### src/hdl/adcPkg.sv
package adcPkg;

    localparam int SAMPLE_WIDTH = 16;                   // bits per adc conversion
    localparam int NUM_AXES = 4;                        // adcs per set
    localparam int WORD_WIDTH = 32;                     // pot:cur packed word
    localparam int SEQ_WIDTH = 8;                       // frame counter width
    localparam int ADDR_WIDTH = 8;                      // axi4-lite byte address

    localparam int SCLK_HALF = 2;                       // clk cycles per sclk half period
    localparam int CONV_CYCLES = 8;                     // conv high time
    localparam int FRAME_CYCLES = CONV_CYCLES + SAMPLE_WIDTH * 2 * SCLK_HALF; // 72

    localparam int TIMER_WIDTH = $clog2(CONV_CYCLES);   // also covers SCLK_HALF
    localparam int BIT_CNT_WIDTH = $clog2(SAMPLE_WIDTH);
    localparam int AXIS_IDX_WIDTH = $clog2(NUM_AXES);

    localparam logic [ADDR_WIDTH-1:0] STATUS_ADDR = 8'h00;    // [15:8] pot seq, [7:0] cur seq
    localparam logic [ADDR_WIDTH-1:0] CONTROL_ADDR = 8'h04;   // [0] hold
    localparam logic [ADDR_WIDTH-1:0] AXIS_BASE_ADDR = 8'h10; // axis n at base + 4n
    localparam logic [ADDR_WIDTH-1:0] AXIS_END_ADDR = AXIS_BASE_ADDR + 8'(4 * NUM_AXES);

    localparam logic [1:0] RESP_OKAY = 2'b00;
    localparam logic [1:0] RESP_SLVERR = 2'b10;

    // serial frame sequencer states
    typedef enum logic [1:0] {
        ADC_CONV,       // conv high, adc sampling
        ADC_SHIFT,      // clocking out 16 bits
        ADC_DONE        // last sclk high half, results published
    } adcState;

    // decoded register class for host access
    typedef enum logic [1:0] {
        REG_STATUS,
        REG_CONTROL,
        REG_AXIS,
        REG_NONE        // unmapped or misaligned
    } regSel;

endpackage

### src/hdl/feedbackIf.sv
interface feedbackIf;
    import adcPkg::*;

    logic [NUM_AXES-1:0][WORD_WIDTH-1:0] axisWord; // {pot, cur} per axis
    logic [SEQ_WIDTH-1:0] curSeq;                  // latched current frames
    logic [SEQ_WIDTH-1:0] potSeq;                  // latched pot frames
    logic hold;                                    // freeze latched samples

    modport source (
        output axisWord,
        output curSeq,
        output potSeq,
        input  hold
    );

    modport sink (
        input  axisWord,
        input  curSeq,
        input  potSeq,
        output hold
    );

endinterface

### src/hdl/Ltc1864x4.sv
module Ltc1864x4 (
    input  logic clk,
    input  logic arstN,
    output logic sclk,                                  // shared serial clock
    output logic conv,                                  // shared conversion strobe
    input  logic [adcPkg::NUM_AXES-1:0] miso,           // one data line per adc
    output logic [adcPkg::NUM_AXES-1:0][adcPkg::SAMPLE_WIDTH-1:0] out,
    output logic outReady                               // one cycle per frame
);
    import adcPkg::*;

    adcState state;
    logic [TIMER_WIDTH-1:0] cnt;                        // conv time / sclk half period
    logic [BIT_CNT_WIDTH-1:0] bitCnt;                   // bits shifted this frame
    logic [NUM_AXES-1:0][SAMPLE_WIDTH-1:0] shiftReg;
    logic halfDone;
    logic riseNow;
    logic latchNow;

    assign halfDone = (cnt == TIMER_WIDTH'(SCLK_HALF - 1));
    assign riseNow = (state == ADC_SHIFT) && !sclk && halfDone; // sclk about to go high
    assign latchNow = (state == ADC_DONE) && sclk && (cnt == '0); // sclk low only after reset

    always_ff @(posedge clk or negedge arstN) begin
        if (!arstN) begin
            state <= ADC_DONE;                          // so first edge starts a conv
            cnt <= TIMER_WIDTH'(SCLK_HALF - 1);
            bitCnt <= '0;
            sclk <= 1'b0;
            conv <= 1'b0;
            outReady <= 1'b0;
        end else begin
            outReady <= latchNow;
            case (state)
                ADC_CONV: begin
                    if (cnt == TIMER_WIDTH'(CONV_CYCLES - 1)) begin
                        conv <= 1'b0;
                        cnt <= '0;
                        bitCnt <= '0;
                        state <= ADC_SHIFT;
                    end else begin
                        cnt <= cnt + 1'b1;
                    end
                end
                ADC_SHIFT: begin
                    if (!halfDone) begin
                        cnt <= cnt + 1'b1;
                    end else begin
                        cnt <= '0;
                        sclk <= !sclk;
                        if (sclk) begin
                            bitCnt <= bitCnt + 1'b1;    // falling edge closes a bit
                        end else if (bitCnt == BIT_CNT_WIDTH'(SAMPLE_WIDTH - 1)) begin
                            state <= ADC_DONE;          // 16th rise keeps sclk high
                        end
                    end
                end
                ADC_DONE: begin
                    if (halfDone) begin
                        sclk <= 1'b0;
                        conv <= 1'b1;                   // next frame right away
                        cnt <= '0;
                        state <= ADC_CONV;
                    end else begin
                        cnt <= cnt + 1'b1;
                    end
                end
                default: state <= ADC_DONE;
            endcase
        end
    end

    // samples shift in msb first
    always_ff @(posedge clk) begin
        if (riseNow) begin
            for (int i = 0; i < NUM_AXES; i++) begin
                shiftReg[i] <= {shiftReg[i][SAMPLE_WIDTH-2:0], miso[i]};
            end
        end
        if (latchNow) begin
            out <= shiftReg;                            // all four channels at once
        end
    end

endmodule

### src/hdl/CtrlAdc.sv
module CtrlAdc (
    input  logic clk,
    input  logic arstN,
    output logic [1:0] sclk,                            // [1] pot set, [0] current set
    output logic [1:0] conv,                            // same order as sclk
    input  logic [2*adcPkg::NUM_AXES-1:0] miso,         // pot lines high, current lines low
    feedbackIf.source fb
);
    import adcPkg::*;

    logic [NUM_AXES-1:0][SAMPLE_WIDTH-1:0] potVal;      // live adc outputs
    logic [NUM_AXES-1:0][SAMPLE_WIDTH-1:0] curVal;
    logic [NUM_AXES-1:0][SAMPLE_WIDTH-1:0] potReg;      // host-visible copies
    logic [NUM_AXES-1:0][SAMPLE_WIDTH-1:0] curReg;
    logic potReady;
    logic curReady;

    // pot position set
    Ltc1864x4 adcPot (
        .clk      (clk),
        .arstN    (arstN),
        .sclk     (sclk[1]),
        .conv     (conv[1]),
        .miso     (miso[2*NUM_AXES-1:NUM_AXES]),
        .out      (potVal),
        .outReady (potReady)
    );

    // motor current set
    Ltc1864x4 adcCur (
        .clk      (clk),
        .arstN    (arstN),
        .sclk     (sclk[0]),
        .conv     (conv[0]),
        .miso     (miso[NUM_AXES-1:0]),
        .out      (curVal),
        .outReady (curReady)
    );

    always_ff @(posedge clk or negedge arstN) begin
        if (!arstN) begin
            potReg <= '0;                               // reads 0 until first frame
            fb.potSeq <= '0;
        end else if (potReady && !fb.hold) begin
            potReg <= potVal;
            fb.potSeq <= fb.potSeq + 1'b1;              // wraps at 256
        end
    end

    always_ff @(posedge clk or negedge arstN) begin
        if (!arstN) begin
            curReg <= '0;
            fb.curSeq <= '0;
        end else if (curReady && !fb.hold) begin
            curReg <= curVal;
            fb.curSeq <= fb.curSeq + 1'b1;
        end
    end

    // pot in upper half, current in lower half
    always_comb begin
        for (int i = 0; i < NUM_AXES; i++) begin
            fb.axisWord[i] = {potReg[i], curReg[i]};
        end
    end

endmodule

### src/hdl/AdcRegs.sv
module AdcRegs (
    input  logic clk,
    input  logic arstN,
    // write address
    input  logic awvalid,
    output logic awready,
    input  logic [adcPkg::ADDR_WIDTH-1:0] awaddr,
    // write data
    input  logic wvalid,
    output logic wready,
    input  logic [adcPkg::WORD_WIDTH-1:0] wdata,
    input  logic [adcPkg::WORD_WIDTH/8-1:0] wstrb,
    // write response
    output logic bvalid,
    input  logic bready,
    output logic [1:0] bresp,
    // read address
    input  logic arvalid,
    output logic arready,
    input  logic [adcPkg::ADDR_WIDTH-1:0] araddr,
    // read data
    output logic rvalid,
    input  logic rready,
    output logic [adcPkg::WORD_WIDTH-1:0] rdata,
    output logic [1:0] rresp,
    feedbackIf.sink fb
);
    import adcPkg::*;

    regSel rdSel;
    regSel wrSel;
    logic [AXIS_IDX_WIDTH-1:0] rdIdx;
    logic [WORD_WIDTH-1:0] rdWord;
    logic rdAccept;
    logic wrStart;
    logic wrAccept;

    function automatic regSel decodeSel(input logic [ADDR_WIDTH-1:0] addr);
        if (addr[1:0] != 2'b00) begin
            return REG_NONE;                            // word access only
        end else if (addr == STATUS_ADDR) begin
            return REG_STATUS;
        end else if (addr == CONTROL_ADDR) begin
            return REG_CONTROL;
        end else if (addr >= AXIS_BASE_ADDR && addr < AXIS_END_ADDR) begin
            return REG_AXIS;
        end
        return REG_NONE;
    endfunction

    assign rdSel = decodeSel(araddr);
    assign wrSel = decodeSel(awaddr);
    assign rdIdx = AXIS_IDX_WIDTH'((araddr - AXIS_BASE_ADDR) >> 2);

    // read mux
    always_comb begin
        case (rdSel)
            REG_STATUS:  rdWord = {{(WORD_WIDTH - 2 * SEQ_WIDTH){1'b0}}, fb.potSeq, fb.curSeq};
            REG_CONTROL: rdWord = {{(WORD_WIDTH - 1){1'b0}}, fb.hold};
            REG_AXIS:    rdWord = fb.axisWord[rdIdx];
            default:     rdWord = '0;                   // unmapped reads 0
        endcase
    end

    assign arready = !rvalid;                           // one read in flight
    assign rdAccept = arvalid && arready;

    always_ff @(posedge clk or negedge arstN) begin
        if (!arstN) begin
            rvalid <= 1'b0;
        end else if (rdAccept) begin
            rvalid <= 1'b1;
        end else if (rready) begin
            rvalid <= 1'b0;
        end
    end

    always_ff @(posedge clk) begin
        if (rdAccept) begin
            rdata <= rdWord;                            // held until rready
            rresp <= (rdSel == REG_NONE) ? RESP_SLVERR : RESP_OKAY;
        end
    end

    // aw and w accepted together with a single cycle ready
    assign wrStart = awvalid && wvalid && !bvalid && !awready;
    assign wrAccept = awvalid && awready && wvalid && wready;

    always_ff @(posedge clk or negedge arstN) begin
        if (!arstN) begin
            awready <= 1'b0;
            wready <= 1'b0;
            bvalid <= 1'b0;
            fb.hold <= 1'b0;
        end else begin
            awready <= wrStart;
            wready <= wrStart;
            if (wrAccept) begin
                bvalid <= 1'b1;
                if (wrSel == REG_CONTROL && wstrb[0]) begin
                    fb.hold <= wdata[0];                // visible next cycle
                end
            end else if (bready) begin
                bvalid <= 1'b0;
            end
        end
    end

    always_ff @(posedge clk) begin
        if (wrAccept) begin
            bresp <= (wrSel == REG_CONTROL) ? RESP_OKAY : RESP_SLVERR; // status, axis read-only
        end
    end

endmodule

### src/hdl/AdcTop.sv
module AdcTop (
    input  logic clk,
    input  logic arstN,
    // pot adc set
    output logic sclkPot,
    output logic convPot,
    input  logic [adcPkg::NUM_AXES-1:0] misoPot,
    // current adc set
    output logic sclkCur,
    output logic convCur,
    input  logic [adcPkg::NUM_AXES-1:0] misoCur,
    // axi4-lite slave
    input  logic awvalid,
    output logic awready,
    input  logic [adcPkg::ADDR_WIDTH-1:0] awaddr,
    input  logic wvalid,
    output logic wready,
    input  logic [adcPkg::WORD_WIDTH-1:0] wdata,
    input  logic [adcPkg::WORD_WIDTH/8-1:0] wstrb,
    output logic bvalid,
    input  logic bready,
    output logic [1:0] bresp,
    input  logic arvalid,
    output logic arready,
    input  logic [adcPkg::ADDR_WIDTH-1:0] araddr,
    output logic rvalid,
    input  logic rready,
    output logic [adcPkg::WORD_WIDTH-1:0] rdata,
    output logic [1:0] rresp
);

    logic [1:0] sclk;                                   // {pot, cur}
    logic [1:0] conv;

    feedbackIf fbBus ();

    assign {sclkPot, sclkCur} = sclk;
    assign {convPot, convCur} = conv;

    CtrlAdc ctrlAdc (
        .clk   (clk),
        .arstN (arstN),
        .sclk  (sclk),
        .conv  (conv),
        .miso  ({misoPot, misoCur}),                    // pot lines in upper bits
        .fb    (fbBus.source)
    );

    AdcRegs adcRegs (
        .clk     (clk),
        .arstN   (arstN),
        .awvalid (awvalid),
        .awready (awready),
        .awaddr  (awaddr),
        .wvalid  (wvalid),
        .wready  (wready),
        .wdata   (wdata),
        .wstrb   (wstrb),
        .bvalid  (bvalid),
        .bready  (bready),
        .bresp   (bresp),
        .arvalid (arvalid),
        .arready (arready),
        .araddr  (araddr),
        .rvalid  (rvalid),
        .rready  (rready),
        .rdata   (rdata),
        .rresp   (rresp),
        .fb      (fbBus.sink)
    );

endmodule

### config.mk
export PLATFORM = sky130hd
export DESIGN_NAME = AdcTop
export DESIGN_NICKNAME = d
export VERILOG_FILES = /design/src/hdl/adcPkg.sv /design/src/hdl/feedbackIf.sv /design/src/hdl/Ltc1864x4.sv /design/src/hdl/CtrlAdc.sv /design/src/hdl/AdcRegs.sv /design/src/hdl/AdcTop.sv
export SDC_FILE = /design/constraint.sdc
export NUM_CORES = 1
export LEC_CHECK = 0
export BUFFER_PORTS_ARGS = -buffer_cell sky130_fd_sc_hd__buf_4
export CAP_MARGIN = 10
export CORE_MARGIN = 2
export CORE_UTILIZATION = 25
export DETAILED_ROUTE_END_ITERATION = 8
export PLACE_DENSITY = 0.48
export SLEW_MARGIN = 0
export SYNTH_ARGS = -nofsm -noshare
export SYNTH_HDL_FRONTEND = slang
export SYNTH_SLANG_ARGS = --single-unit
### constraint.sdc
create_clock -name clk -period 5.1 [get_ports clk]
set_clock_uncertainty 0.2 [all_clocks]
set_input_delay 0.255 -clock clk [delete_from_list [all_inputs] [get_ports clk]]
set_output_delay 0.255 -clock clk [all_outputs]
set_load 0.005 [all_outputs]
# [After elaboration in Yosys (flattened, before gate mapping)]
# Cells that the tools add are included.
[totals] regBits=464 inputBits=67
[classes] n_addsub=7 order_cmp=5 eq_ne=28 n_mux=65 reduce_logical=56
[ops] operator="$pmux 32 s3" n=1
[ops] operator="$bmux 32 s2" n=1
[ops] operator="$mux 2" n=22
[ops] operator="$mux 32" n=1
[ops] operator="$mux 4" n=6
[ops] operator="$reduce_bool 2->1" n=12
[ops] operator="$logic_and 1x1->1" n=20
[ops] operator="$mux 1" n=20
[ops] operator="$ne 2x2->1 const B" n=10
[ops] operator="$add 8x1->8 const B" n=2
[ops] operator="$eq 8x3->1 const B" n=2
[ops] operator="$ge 8x5->1 const B" n=2
[ops] operator="$logic_not 8->1" n=2
[ops] operator="$lt 8x6->1 const B" n=2
[ops] operator="$pmux 4 s2" n=2
[ops] operator="$mux 3" n=4
[ops] operator="$pmux 2 s3" n=2
[ops] operator="$pmux 3 s2" n=2
[ops] operator="$reduce_and 3->1" n=4
[ops] operator="$reduce_and 5->1" n=2
[ops] operator="$add 4x1->4 const B" n=2
[ops] operator="$eq 2x1->1 const B" n=4
[ops] operator="$eq 2x2->1 const B" n=4
[ops] operator="$eq 4x4->1 const B" n=2
[ops] operator="other kinds (13)" n=30

# [Depth between registers and ports, before layout]
[logic_depth] word_depth=10 mapped_depth=7 depth_no_buf=6

# [Modules after synthesis]
# Synthesis repeated with hierarchy kept, for this count alone.
[unflattened] cells_unflattened=956 area_unflattened_um2=17396.7
[by_module_without_submodules] module="CtrlAdc" n_inst=1 cells_per_inst=326 area_each_um2=5516.5 seq_area_each_um2=3603.5
[by_module_without_submodules] module="Ltc1864x4 (ctrlAdc.adcCur)" n_inst=1 cells_per_inst=219 area_each_um2=4720.8 seq_area_each_um2=4146.5
[by_module_without_submodules] module="Ltc1864x4 (ctrlAdc.adcPot)" n_inst=1 cells_per_inst=204 area_each_um2=4584.4 seq_area_each_um2=4146.5
[by_module_without_submodules] module="AdcRegs" n_inst=1 cells_per_inst=207 area_each_um2=2575.0 seq_area_each_um2=1121.1

# [Worst setup path before layout]
# Ideal clock, no wire load.
[synth_path] path_kind="register to register" start="reg ctrlAdc.adcPot.cnt[0]" end="reg ctrlAdc.adcPot.shiftReg[0] (netlist name), enable pin" setup_ns=0.488 arrival_time_ns=3.586 required_ns=4.412 path_slack_ns=0.826 path_stages_with_launch=4 n_path_buf=0 period_less_slack_ns=4.274 cell_sequence="dfstp_2 -> ha_1 -> nand2b_1 -> nor2_1"
[synth_via] elab_chain_len=2
[synth_rtl] element="from (decl)" line_no="Ltc1864x4.sv:13" rtl="logic [TIMER_WIDTH-1:0] cnt;"
[synth_rtl] element="from (signal assigned)" line_no="Ltc1864x4.sv:27" rtl="cnt <= TIMER_WIDTH'(SCLK_HALF - 1);"
[synth_rtl] element="from (signal assigned)" line_no="Ltc1864x4.sv:42" rtl="cnt <= cnt + 1'b1;"
[synth_rtl] element="from (signal assigned)" line_no="Ltc1864x4.sv:47" rtl="cnt <= cnt + 1'b1;"
[synth_rtl] element="$eq 3x1->1" line_no="Ltc1864x4.sv:20" rtl="assign halfDone = (cnt == TIMER_WIDTH'(SCLK_HALF - 1));"
[synth_rtl] element="$logic_and 1x1->1" line_no="Ltc1864x4.sv:21" rtl="assign riseNow = (state == ADC_SHIFT) && !sclk && halfDone;"
[synth_rtl] element="via ctrlAdc.adcPot.riseNow" line_no="Ltc1864x4.sv:17" rtl="logic riseNow;"
[synth_rtl] element="to (signal, indexed assignment)" line_no="Ltc1864x4.sv:77" rtl="shiftReg[i] <= {shiftReg[i][SAMPLE_WIDTH-2:0], miso[i]};"
[synth_rtl] element="to (decl)" line_no="Ltc1864x4.sv:15" rtl="logic [NUM_AXES-1:0][SAMPLE_WIDTH-1:0] shiftReg;"
# The timed path passes the listed nets, and every way through them passes these cells.
# A chain may end at the register's enable or synchronous reset.

# [Final worst setup path]
[layout_path] start="reg ctrlAdc.adcCur.cnt[0]" end="reg ctrlAdc.adcCur.shiftReg[52] (netlist name), enable pin"
[layout_via] elab_chain_len=2
[layout_rtl] element="from (decl)" line_no="Ltc1864x4.sv:13"
[layout_rtl] element="from (signal assigned)" line_no="Ltc1864x4.sv:27"
[layout_rtl] element="from (signal assigned)" line_no="Ltc1864x4.sv:42"
[layout_rtl] element="from (signal assigned)" line_no="Ltc1864x4.sv:47"
[layout_rtl] element="$eq 3x1->1" line_no="Ltc1864x4.sv:20"
[layout_rtl] element="$logic_and 1x1->1" line_no="Ltc1864x4.sv:21"
[layout_rtl] element="via ctrlAdc.adcCur.riseNow" line_no="Ltc1864x4.sv:17"
[layout_rtl] element="to (signal, indexed assignment)" line_no="Ltc1864x4.sv:77"
[layout_rtl] element="to (decl)" line_no="Ltc1864x4.sv:15"
# The timed path passes the listed nets, and every way through them passes these cells.

==> out/results.tsv <==
stage	metric	value	unit
routing	wl_per_cell	16.5	um
routing	dr.first_iter.drc_count	426	
setup_path	path_max_fanout	33	
finish	nets	1155	
sta	tightestPinTransition	1.17	ns
routing	drt-total-wl	32.8	mm
sta	relSlewSlack	0.218	
finish	layout_commonest_cell	edfxtp_1	
grt	grt_pass1_wl	51.8	mm
clocking	cts_tree	yes	
clocking	clock_latency	0.58	ns
clocking	htreeDepth	2	
grt	grt-ovfl-total	0	
grt	grt_max_degree	97	
grt	grt_pass1_vias	8785	
routing	ant_nets	0	
sta	timing.fmax	332	MHz
grt	grtUsageMet2	0.152	
yosys	synth_edf_count	290	
grt	met1_usage	0.126	
sta	setup_viol	0	
pwr	ir_worst_vdd	0.000232	V
setup_path	worstRegToRegCells	4	
hold_path	hold_class	in -> async	
routing	drc_errors	0	
routing	first_pass_iters	4	
setup_path	cp_top_family	simple AND/OR/NAND/NOR gates	
yosys	synthArstFlopShare	0.372	
setup_path	critical-path-max-stage-delay	0.84	ns
setup_path	r2r_start	ctrlAdc.adcCur.cnt[0]$_DFFE_PN1P_	
run	drv_cap	0	
setup_path	crit_buf_inv	1	
setup_path	r2r-end	ctrlAdc.adcCur.shiftReg[52]$_DFFE_PP_	
pwr	power_density	380	nW/um^2
setup_path	cp_slowest_cell	and3_2	
floorplanning	initial_utilization	0.251	
sta	fin_crit	3.01	ns
routing	vias_per_cell	4.14	
placement	io_buffers	75	
setup_path	crit_path_start_kind	flip-flop	
finish	num_antenna_cells	0	
yosys	synth_top_family_by_area	multiplexers	
placement	dp_hpwl	18.8	mm
yosys	muxShareOfSynthArea	0.134	
routing	vias	8254	
grt	busiest_layer	met2	
setup_path	required	5.12	ns
yosys	synth_area	17200	um^2
clocking	cts_buffer_depth	3	
yosys	synthSimpleGateAreaFrac	0.0387	
setup_path	arrival	3.03	ns
setup_path	crit_path_end_kind	flip-flop	
yosys	yosys.area.top_type_share	0.507	
finish	drive_gt1_frac	0.305	
sta	fin_setup_tns	0	ns
sta	drv_slew	0	
yosys	synthAdderAreaFrac	0.0146	
finish	final_cell_mix	edfxtp_1, dfrtp_1, mux2_2, buf_4, clkbuf_16	
floorplanning	die_y	266	um
yosys	synth-main-ff-cell	edfxtp_1	
finish	finish.utilization	0.302	
clocking	cts_buffers	51	
yosys	synth_xor_area_frac	0.00714	
yosys	synth_area_leaders	edfxtp_1, dfrtp_1, mux2_2, mux2i_1, mux4_2	
grt	antenna_found_initial	2	
sta	rsz0062_at_grt	no	
floorplanning	pin_count	112	
setup_path	crit_path_cell_trace	ha_1 > nor2b_2 > and3_2 > buf_4	
sta	hold_slack	0.0678	ns
floorplanning	core	68300	um^2
sta	hold_violations	0	
floorplanning	die_area	70800	um^2
floorplanning	row_count	96	
placement	post_dp_cell_area	18700	um^2
yosys	synthDistinctLibCells	52	
yosys	synth_compound_area_frac	0.0292	
placement	gp_congestion	0.681	
yosys	synth_largest_area_cell	edfxtp_1	
setup_path	r2r_setup_slack	2.09	ns
clocking	root_buffer	clkbuf_16	
finish	area_delta_synth_final	20.2	%
finish	finalInstanceArea	20600	um^2
sta	layout_worst_path_cycle_share	0.591	
floorplanning	die-width	266	um
grt	grt_use_total	0.0942	
yosys	ys_ff_latch	462	
yosys	avgSynthCellArea	18.1	um^2
clocking	cts.repair.resized	0	
pwr	p_leak	8.42	nW
yosys	ys_warn_count	0	
yosys	yosysSeqAreaShare	0.758	
clocking	clk_pin_slew	0.06	ns
grt	use_met3	0.0223	
setup_path	critPathKind	reg -> reg	
status	status	completed	
clocking	cts.sinks	462	
yosys	netlist_instances	950	
[registers in the layout (all words and copies together) (netlist names), 2 cells and up]
| signal | count |
|---|---|
| ctrlAdc.adcPot.out | 64 |
| ctrlAdc.adcCur.bitCnt | 4 |
| ctrlAdc.fb.potSeq | 8 |
| ctrlAdc.adcCur.shiftReg | 64 |
| ctrlAdc.fb.axisWord | 128 |
| ctrlAdc.adcCur.out | 64 |
| ctrlAdc.adcPot.shiftReg | 64 |
| ctrlAdc.fb.curSeq | 8 |
| ctrlAdc.adcCur.cnt | 3 |
| ctrlAdc.adcPot.state | 2 |
| ctrlAdc.adcPot.cnt | 3 |
| adcRegs.rdata | 32 |
| ctrlAdc.adcCur.state | 2 |
| ctrlAdc.adcPot.bitCnt | 4 |
[worst max path at each step]
| stage | from | end | slack [ns] | cells past startpoint |
|---|---|---|---|---|
| floorplan | ctrlAdc.adcPot.cnt[0]$_DFFE_PN1P_ | ctrlAdc.adcPot.shiftReg[0]$_DFFE_PP_ | 0.83 | 3 |
| global placement | ctrlAdc.adcCur.cnt[0]$_DFFE_PN1P_ | ctrlAdc.adcCur.shiftReg[36]$_DFFE_PP_ | 2.07 | 4 |
| detailed placement | ctrlAdc.adcCur.cnt[0]$_DFFE_PN1P_ | ctrlAdc.adcCur.shiftReg[36]$_DFFE_PP_ | 2.04 | 4 |
| CTS | ctrlAdc.adcCur.cnt[0]$_DFFE_PN1P_ | ctrlAdc.adcCur.shiftReg[36]$_DFFE_PP_ | 2.04 | 4 |
| global route | ctrlAdc.adcCur.cnt[0]$_DFFE_PN1P_ | ctrlAdc.adcCur.shiftReg[52]$_DFFE_PP_ | 1.84 | 4 |
| finish | ctrlAdc.adcCur.cnt[0]$_DFFE_PN1P_ | ctrlAdc.adcCur.shiftReg[52]$_DFFE_PP_ | 2.09 | 4 |
[layer usage]
metal	wire length (um)	vias to the layer above
met5	16	-
met4	651	2
met3	1350	51
met2	15500	118
met1	15300	4245
li1	-	3838
[cell type report]
class / count / area (um^2)
Fill cell: 6633 / 47700
Sequential cell: 462 / 13000
Multi-Input combinational cell: 432 / 3870
Clock buffer: 73 / 1510
Tap cell: 882 / 1100
Timing Repair Buffer: 106 / 865
Clock inverter: 22 / 209
Inverter: 15 / 56.3
[kinds of logic after synthesis]
group | after synthesis
flip-flops | 462
multiplexers | 188
AND/OR/NAND/NOR | 119
AO/OA/AOI/OAI | 89
buffers and inverters | 57
adder cells (fa/ha/maj) | 20
XOR/XNOR | 14
other | 1
[repair_timing]
action / in CTS / in global routing
setup buffers: 0 / 0
hold buffers: 20 / 0
hold endpoints to repair: 90 / 0
[Yosys cell counts (3+ instances only)]
master and n:
a21oi_1 33, a22o_1 3, and3_1 32, and4b_1 3, buf_2 18, buf_4 6, buf_6 6, clkbuf_1 10
dfrtp_1 168, dfstp_2 4, edfxtp_1 290, ha_1 20, inv_1 15, mux2_1 3, mux2_2 141, mux2i_1 27
mux4_1 5, mux4_2 12, nand2_1 28, nand2b_1 5, nand3_1 14, nand4_1 8, nor2_1 11, nor2b_1 4
nor3_1 3, o211ai_1 3, o21ai_0 37, xnor2_1 12
[power breakdown]
part / internal (W) / switching (W)
Sequential: 0.00397 / 0.00000907
Combinational: 0.0000666 / 0.000101
Clock: 0.00222 / 0.00148
Total: 0.00626 / 0.00159
[through the flow]
stage | worst slack (ns) | power (W) | cells
after global routing | 1.84 | 0.00816 | 1992
after CTS | 2.04 | 0.00799 | 1992
final | 2.09 | 0.00784 | 1992
after global placement | 2.07 | 0.00422 | 1877
after floorplan | 0.826 | 0.00411 | 951
after detailed placement | 2.04 | 0.00422 | 1877
Power figures use the tool's default switching activity.
